<file path="src/rtl/pmu_config.svh">
// pmu config: width and size constants shared by the multiply unit
`ifndef PMU_CONFIG_SVH
`define PMU_CONFIG_SVH

// operand width of multiplier and multiplicand
`define PMU_OP_W 8

// full product width, twice the operand width
`define PMU_PROD_W 16

// radix-4 booth digits, one per operand bit pair
`define PMU_DIGITS 4

// delivered-result counter width
`define PMU_CNT_W 16

`endif
</file>
<file path="src/rtl/parity_pkg.sv">
// parity package: tag mode encoding and the 2-bit tag carried with each result
package parity_pkg;

    // tag mode held in the register block
    typedef enum logic [1:0] {
        PAR_NONE = 2'b00,   // tag forced to 00
        PAR_EVEN = 2'b01,   // even parity bit, flag 0
        PAR_ODD  = 2'b10,   // odd parity bit, flag 1
        PAR_INV  = 2'b11    // inverted odd bit, flag 1
    } parity_mode_t;

    // upper bit parity, lower bit odd-family flag
    typedef struct packed {
        logic parity_bit;
        logic odd_flag;
    } parity_tag_t;

endpackage

</file>
<file path="src/rtl/booth_pkg.sv">
// booth package: operand, product and pipeline payload types of the multiplier
`include "pmu_config.svh"

package booth_pkg;
    import parity_pkg::*;

    // signed operands and product
    typedef logic signed [`PMU_OP_W-1:0]   operand_t;
    typedef logic signed [`PMU_PROD_W-1:0] product_t;

    // one entry per booth digit, already sign-extended and shifted
    typedef product_t [`PMU_DIGITS-1:0] pp_array_t;

    // first stage payload, partial products plus tag
    typedef struct packed {
        pp_array_t   pp;
        parity_tag_t tag;
    } decode_word_t;

    // second stage payload, resolved product plus tag
    typedef struct packed {
        product_t    prod;
        parity_tag_t tag;
    } result_word_t;

endpackage

</file>
<file path="src/rtl/pmu_top.sv">
// pmu top: two-stage pipelined booth multiplier with parity-tagged results
`include "pmu_config.svh"

module pmu_top
    import parity_pkg::*;
    import booth_pkg::*;
(
    input  logic                  clk,
    input  logic                  rst,
    // request
    input  logic                  in_valid,
    output logic                  in_ready,
    input  operand_t              multiplier,
    input  operand_t              multiplicand,
    input  logic [7:0]            data,
    // result
    output logic                  out_valid,
    input  logic                  out_ready,
    output product_t              product,
    output parity_tag_t           parity,
    // configuration and status
    input  logic                  cfg_we,
    input  parity_mode_t          cfg_mode,
    output logic [`PMU_CNT_W-1:0] result_count
);

    parity_mode_t mode;
    decode_word_t dec_word, dec_q;
    result_word_t res_word, res_q;
    logic         dec_valid, dec_ready;
    logic         out_fire;

    operand_decode u_decode (
        .multiplier   (multiplier),
        .multiplicand (multiplicand),
        .data         (data),
        .mode         (mode),
        .decoded      (dec_word)
    );

    pipe_stage #(.payload_t(decode_word_t)) stage_decode (
        .clk         (clk),
        .rst         (rst),
        .in_valid    (in_valid),
        .in_ready    (in_ready),
        .in_payload  (dec_word),
        .out_valid   (dec_valid),
        .out_ready   (dec_ready),
        .out_payload (dec_q)
    );

    partial_product_sum u_sum (
        .decoded (dec_q),
        .result  (res_word)
    );

    pipe_stage #(.payload_t(result_word_t)) stage_result (
        .clk         (clk),
        .rst         (rst),
        .in_valid    (dec_valid),
        .in_ready    (dec_ready),
        .in_payload  (res_word),
        .out_valid   (out_valid),
        .out_ready   (out_ready),
        .out_payload (res_q)
    );

    assign out_fire = out_valid & out_ready;   // one delivered result
    assign product  = res_q.prod;
    assign parity   = res_q.tag;

    parity_cfg_regs u_cfg (
        .clk          (clk),
        .rst          (rst),
        .cfg_we       (cfg_we),
        .cfg_mode     (cfg_mode),
        .mode         (mode),
        .out_fire     (out_fire),
        .result_count (result_count)
    );

endmodule

</file>
<file path="src/rtl/parity_cfg_regs.sv">
// parity config regs: tag mode register and delivered-result counter
`include "pmu_config.svh"

module parity_cfg_regs
    import parity_pkg::*;
(
    input  logic                  clk,
    input  logic                  rst,
    // single-strobe write port
    input  logic                  cfg_we,
    input  parity_mode_t          cfg_mode,
    output parity_mode_t          mode,
    // output handshake of the datapath
    input  logic                  out_fire,
    output logic [`PMU_CNT_W-1:0] result_count
);

    parity_mode_t          mode_q;
    logic [`PMU_CNT_W-1:0] count_q;

    always_ff @(posedge clk) begin
        if (rst) begin
            mode_q <= PAR_NONE;
        end else if (cfg_we) begin
            mode_q <= cfg_mode;   // used from the next accepted request on
        end
    end

    // wraps at full scale
    always_ff @(posedge clk) begin
        if (rst) begin
            count_q <= '0;
        end else if (out_fire) begin
            count_q <= count_q + 1'b1;
        end
    end

    assign mode         = mode_q;
    assign result_count = count_q;

endmodule

</file>
<file path="src/rtl/partial_product_sum.sv">
// partial product sum: carry-save tree over booth terms and final adder
`include "pmu_config.svh"

module partial_product_sum
    import booth_pkg::*;
(
    input  decode_word_t decoded,
    output result_word_t result
);

    logic [`PMU_PROD_W-1:0] sum_1, carry_1;    // first 3:2 level
    logic [`PMU_PROD_W-1:0] sum_2, carry_2;    // second 3:2 level
    logic [`PMU_PROD_W-1:0] total;

    // 3:2 compressor, bitwise sum
    function automatic logic [`PMU_PROD_W-1:0] csa_sum(
        input logic [`PMU_PROD_W-1:0] a,
        input logic [`PMU_PROD_W-1:0] b,
        input logic [`PMU_PROD_W-1:0] c
    );
        return a ^ b ^ c;
    endfunction

    // 3:2 compressor, majority moved up one weight
    function automatic logic [`PMU_PROD_W-1:0] csa_carry(
        input logic [`PMU_PROD_W-1:0] a,
        input logic [`PMU_PROD_W-1:0] b,
        input logic [`PMU_PROD_W-1:0] c
    );
        return ((a & b) | (a & c) | (b & c)) << 1;
    endfunction

    assign sum_1   = csa_sum(decoded.pp[0], decoded.pp[1], decoded.pp[2]);
    assign carry_1 = csa_carry(decoded.pp[0], decoded.pp[1], decoded.pp[2]);
    assign sum_2   = csa_sum(sum_1, carry_1, decoded.pp[3]);
    assign carry_2 = csa_carry(sum_1, carry_1, decoded.pp[3]);

    // carry out beyond bit 15 is dropped, two's complement wraps
    assign total = sum_2 + carry_2;

    always_comb begin
        result.prod = product_t'(total);
        result.tag  = decoded.tag;     // tag rides along untouched
    end

endmodule

</file>
<file path="src/rtl/operand_decode.sv">
// operand decode: radix-4 booth recoding into partial products plus parity tag
`include "pmu_config.svh"

module operand_decode
    import parity_pkg::*;
    import booth_pkg::*;
(
    input  operand_t     multiplier,
    input  operand_t     multiplicand,
    input  logic [7:0]   data,
    input  parity_mode_t mode,
    output decode_word_t decoded
);

    logic [`PMU_OP_W:0] mr_ext;     // multiplier with implied zero below bit 0
    product_t           mcand_ext;  // sign-extended multiplicand
    product_t           mcand_dbl;
    pp_array_t          pp;
    parity_tag_t        tag;
    logic               even_p;
    logic               odd_p;

    assign mr_ext    = {multiplier, 1'b0};
    assign mcand_ext = {{(`PMU_PROD_W - `PMU_OP_W){multiplicand[`PMU_OP_W-1]}}, multiplicand};
    assign mcand_dbl = mcand_ext <<< 1;

    // one overlapping triplet per digit
    always_comb begin
        logic [2:0] triplet;
        product_t   sel;
        for (int i = 0; i < `PMU_DIGITS; i++) begin
            triplet = mr_ext[2*i +: 3];
            case (triplet)
                3'b001, 3'b010: sel = mcand_ext;    // +1
                3'b011:         sel = mcand_dbl;    // +2
                3'b100:         sel = -mcand_dbl;   // -2
                3'b101, 3'b110: sel = -mcand_ext;   // -1
                default:        sel = '0;           // 000 and 111
            endcase
            pp[i] = sel <<< (2 * i);
        end
    end

    assign even_p = ~^data;
    assign odd_p  = ^data;

    // tag rule per mode
    always_comb begin
        case (mode)
            PAR_EVEN: tag = '{parity_bit: even_p, odd_flag: 1'b0};
            PAR_ODD:  tag = '{parity_bit: odd_p, odd_flag: 1'b1};
            PAR_INV:  tag = '{parity_bit: ~odd_p, odd_flag: 1'b1};
            default:  tag = '{parity_bit: 1'b0, odd_flag: 1'b0};
        endcase
    end

    always_comb begin
        decoded.pp  = pp;
        decoded.tag = tag;
    end

endmodule

</file>
<file path="src/rtl/pipe_stage.sv">
// pipe stage: one-entry valid/ready register holding a generic payload
module pipe_stage #(
    parameter type payload_t = logic
) (
    input  logic     clk,
    input  logic     rst,
    // upstream side
    input  logic     in_valid,
    output logic     in_ready,
    input  payload_t in_payload,
    // downstream side
    output logic     out_valid,
    input  logic     out_ready,
    output payload_t out_payload
);

    logic     full;
    logic     load;
    payload_t payload_q;

    // room when empty or when the held entry leaves this cycle
    assign in_ready = ~full | out_ready;
    assign load     = in_valid & in_ready;

    always_ff @(posedge clk) begin
        if (rst) begin
            full <= 1'b0;
        end else if (load) begin
            full <= 1'b1;
        end else if (out_ready) begin
            full <= 1'b0;   // drained, nothing new behind it
        end
    end

    always_ff @(posedge clk) begin
        if (load) begin
            payload_q <= in_payload;
        end
    end

    assign out_valid   = full;
    assign out_payload = payload_q;

endmodule

</file>
<file path="config.mk">
export PLATFORM = sky130hd
export DESIGN_NAME = pmu_top
export DESIGN_NICKNAME = d
export VERILOG_FILES = /design/src/rtl/parity_pkg.sv /design/src/rtl/booth_pkg.sv /design/src/rtl/pmu_top.sv /design/src/rtl/parity_cfg_regs.sv /design/src/rtl/partial_product_sum.sv /design/src/rtl/operand_decode.sv /design/src/rtl/pipe_stage.sv
export VERILOG_INCLUDE_DIRS = /design/src /design/src/rtl
export SDC_FILE = /design/constraint.sdc
export NUM_CORES = 1
export LEC_CHECK = 0
export BUFFER_PORTS_ARGS = -buffer_cell sky130_fd_sc_hd__clkbuf_2
export CAP_MARGIN = 30
export CORE_ASPECT_RATIO = 1.4
export CORE_MARGIN = 5
export CORE_UTILIZATION = 48
export CTS_CLUSTER_SIZE = 25
export DETAILED_ROUTE_END_ITERATION = 8
export PLACE_DENSITY = 0.68
export SLEW_MARGIN = 20
export SYNTH_ARGS = -nofsm -noshare
export SYNTH_HDL_FRONTEND = slang
export SYNTH_SLANG_ARGS = --single-unit
</file>
<file path="constraint.sdc">
create_clock -name clk -period 4.2 [get_ports clk]
set_input_delay 0.21 -clock clk [delete_from_list [all_inputs] [get_ports clk]]
set_output_delay 0.21 -clock clk [all_outputs]
set_load 0.1 [all_outputs]
</file>
==> flow_summary.json <==
{
  "peakVddDrop_v": 0.000198,
  "core_region_area_mm2": 0.0118,
  "ys_top_cells_by_area": "edfxtp_1 38%, fa_1 7.3%, dfxtp_1 6.9%",
  "clk_path_buf_depth": 2,
  "die_w_um": 103,
  "place_worst_setup_slack_ns": 1.12,
  "clkTransAtPathRegs_ns": 0.06,
  "worstPathArrival_ns": 3.18,
  "die_h_um": 140,
  "p_per_area_mw_per_mm2": 471,
  "vias": 4401,
  "final_cell_mix": "72 x edfxtp_1, 71 x nor2_1, 66 x clkbuf_2, 65 x inv_1, 46 x o21ai_0",
  "fmax_mhz": 324,
  "dpl.hpwl_um": 9770,
  "synth_cell_types": 51,
  "portBuffers": 66,
  "clock_skew_ns": 0.00501,
  "cp-start-kind": "register",
  "leakagePower_nw": 2.68,
  "hold_path_class": "in2reg",
  "drtIter0Drc": 201,
  "setup_viol": 0,
  "ys.flop_type": "edfxtp_1",
  "ys_ff_latch": 92,
  "startpoint": "stage_decode.out_payload[6]$_DFFE_PP_",
  "status": "completed",
  "fp-row-count": 47,
  "path_max_fanout": 3,
  "r2r_setup_slack_ns": 1.11,
  "fin_crit_ns": 3.09,
  "synth_cells": 588,
  "synthArstFlopShare_pct": 0,
  "layout_setup_ws_ns": 1.11,
  "viasPerCell": 5.60,
  "final.setup.tns_ns": 0,
  "routedWlPerCell_um": 16.1,
  "root_buffer": "clkbuf_16",
  "yosys.area.top_type_share_pct": 37.5,
  "drv_cap": 0,
  "relSlewSlack_pct": 39.6,
  "syn_area_mm2": 0.00576,
  "clk-insertion-delay-late_ns": 0.34,
  "endpoint_kind": "register",
  "cts_setup_buffers": 0,
  "final_nets": 706,
  "critical_path_required_ns": 4.29,
  "final_common_cell": "edfxtp_1",
  "die-area_mm2": 0.0143,
  "num_antenna_cells": 0,
  "rr_worst_depth": 9,
  "place.gp.congestion": 0.944,
  "cp-endpoint": "stage_result.out_payload[14]$_DFFE_PP_",
  "overflow": 0,
  "syn-mean-instance-area_um2": 9.80,
  "grt_max_degree": 55,
  "syn_to_final_growth_pct": 12.4,
  "finalHoldViolCount": 0,
  "slew_violations": 0,
  "drtPass1Iterations": 4,
  "fillerInstances": 1047,
  "multiInputGateArea_mm2": 0.00283,
  "fin_crit_sh_pct": 73.6,
  "cts_resized": 0,
  "seq_area_frac_synth_pct": 44.5,
  "synth_fp_nets": 659,
  "drtAntennaViolNets": 0,
  "seq_area_mm2": 0.00256,
  "grt.total_usage_pct": 18.4,
  "rr_startpoint": "stage_decode.out_payload[6]$_DFFE_PP_",
  "ys_warn_count": 0,
  "grt_pass1_vias": 4376,
  "cts_hold_buf": 0,
  "drc": 0,
  "rsz0062_at_grt": "no",
  "cts_tree": "built",
  "critPathKind": "reg2reg",
  "r2r-end": "stage_result.out_payload[14]$_DFFE_PP_",
  "wl_um": 12600,
  "cts_made_buffers": 9,
  "io_pins": 67,
  "synth_edf_count": 72,
  "yosysTopAreaCell": "edfxtp_1",
  "cts_sinks": 92,
  "grt_pass1_wl_um": 20900,
  "worst_slew_pin_slew_ns": 0.900,
  "drive_gt1_share_pct": 14.7,
  "htreeDepth": 3,
  "antenna_found_initial": 0,
  "initial_core_util_pct": 48.7
}
[power by group]
part	switching (mW)	internal (mW)	leakage, nW	total [mW]
combinational	0.761	0.345	1.67	1.11
clock	0.325	0.463	0.139	0.789
sequential	0.0286	1.12	0.873	1.15
total	1.12	1.93	2.68	3.05
[critical path, stage by stage, from the launching register on]
cell and delay [ns]:
edfxtp_1 0.40, fa_1 0.49, ha_1 0.30, ha_1 0.22, fa_1 0.44, a211oi_1 0.22, nor2_1 0.11, o21a_1 0.19
o41a_1 0.32, xor2_1 0.14
[metal layers]
metal / vias up / global-route usage, % / wire length (um)
met5: - / 0 / 0
met4: 0 / 9.26 / 428
met3: 31 / 2.45 / 694
met2: 162 / 32.4 / 6740
met1: 2062 / 21.2 / 4770
li1: 2146 / - / -
[state kept, by name, indices dropped and copies added, names as in the netlist]
| name | count |
|---|---|
| stage_decode.out_valid | 1 |
| u_cfg.result_count | 16 |
| stage_result.out_valid | 1 |
| u_cfg.mode | 2 |
| stage_result.out_payload | 18 |
| stage_decode.out_payload | 54 |
[synthesized netlist by cell type, types with 2 or more instances]
library cell	n
o21ai_0	46
a221oi_1	13
xnor2_1	27
a21oi_1	25
a21o_1	3
nor2_1	71
dfxtp_1	20
nand3_1	10
inv_1	65
o211ai_1	2
o21a_1	3
and2_1	8
o31ai_1	3
nand2_1	38
a21oi_2	2
nor2b_1	3
xor2_1	22
a31oi_1	5
buf_1	2
a22oi_1	7
edfxtp_1	72
o22ai_1	4
nor3b_1	2
nor3_1	7
a311oi_1	2
and4_1	2
or4_4	2
nand2b_1	5
fa_1	21
mux2i_1	11
a211oi_1	9
nand4_1	3
a22o_1	9
a32oi_1	2
ha_1	19
clkbuf_1	28
[cell type report]
class | count | share of cell area [%]
Inverter | 66 | 3.83
Multi-Input combinational cell | 398 | 43.7
Timing Repair Buffer | 68 | 5.45
Tap cell | 147 | 2.84
Clock inverter | 6 | 1.10
Clock buffer | 9 | 3.48
Sequential cell | 92 | 39.6
[worst min-delay path by stage]
stage                                                     start  cells past startpoint  slack [ns]                               endpoint
after floorplan                                        in_valid                      2        0.33    stage_decode.out_valid$_SDFFE_PP0P_
after global placement    stage_decode.out_payload[1]$_DFFE_PP_                      0        0.40  stage_result.out_payload[1]$_DFFE_PP_
after detailed placement  stage_decode.out_payload[1]$_DFFE_PP_                      0        0.41  stage_result.out_payload[1]$_DFFE_PP_
after CTS                                              in_valid                      3        0.11    stage_decode.out_valid$_SDFFE_PP0P_
after global routing                                   in_valid                      3        0.13    stage_decode.out_valid$_SDFFE_PP0P_
final                                                  in_valid                      3        0.11    stage_decode.out_valid$_SDFFE_PP0P_
[per-stage QoR]
step	hold slack [ns]	util [%]	cell area, um2	total power [mW]	cells
floorplan	0.327	-	5760	2.06	588
global placement	0.402	52.2	6160	2.25	770
detailed placement	0.415	52.2	6160	2.28	770
CTS	0.106	54.7	6460	3.07	785
global route	0.130	54.8	6480	3.23	786
finish	0.113	54.8	6480	3.05	786
[logic make-up after synthesis]
group / synth area share (%)
AOI/OAI and AO/OA: 15.9
adders and majority gates: 11.4
and+or+nand+nor: 12.5
buffers and inverters: 6.43
muxes: 1.91
xor gates and xnor gates: 7.45
DFF: 44.5
Power figures use the tool's default switching activity.
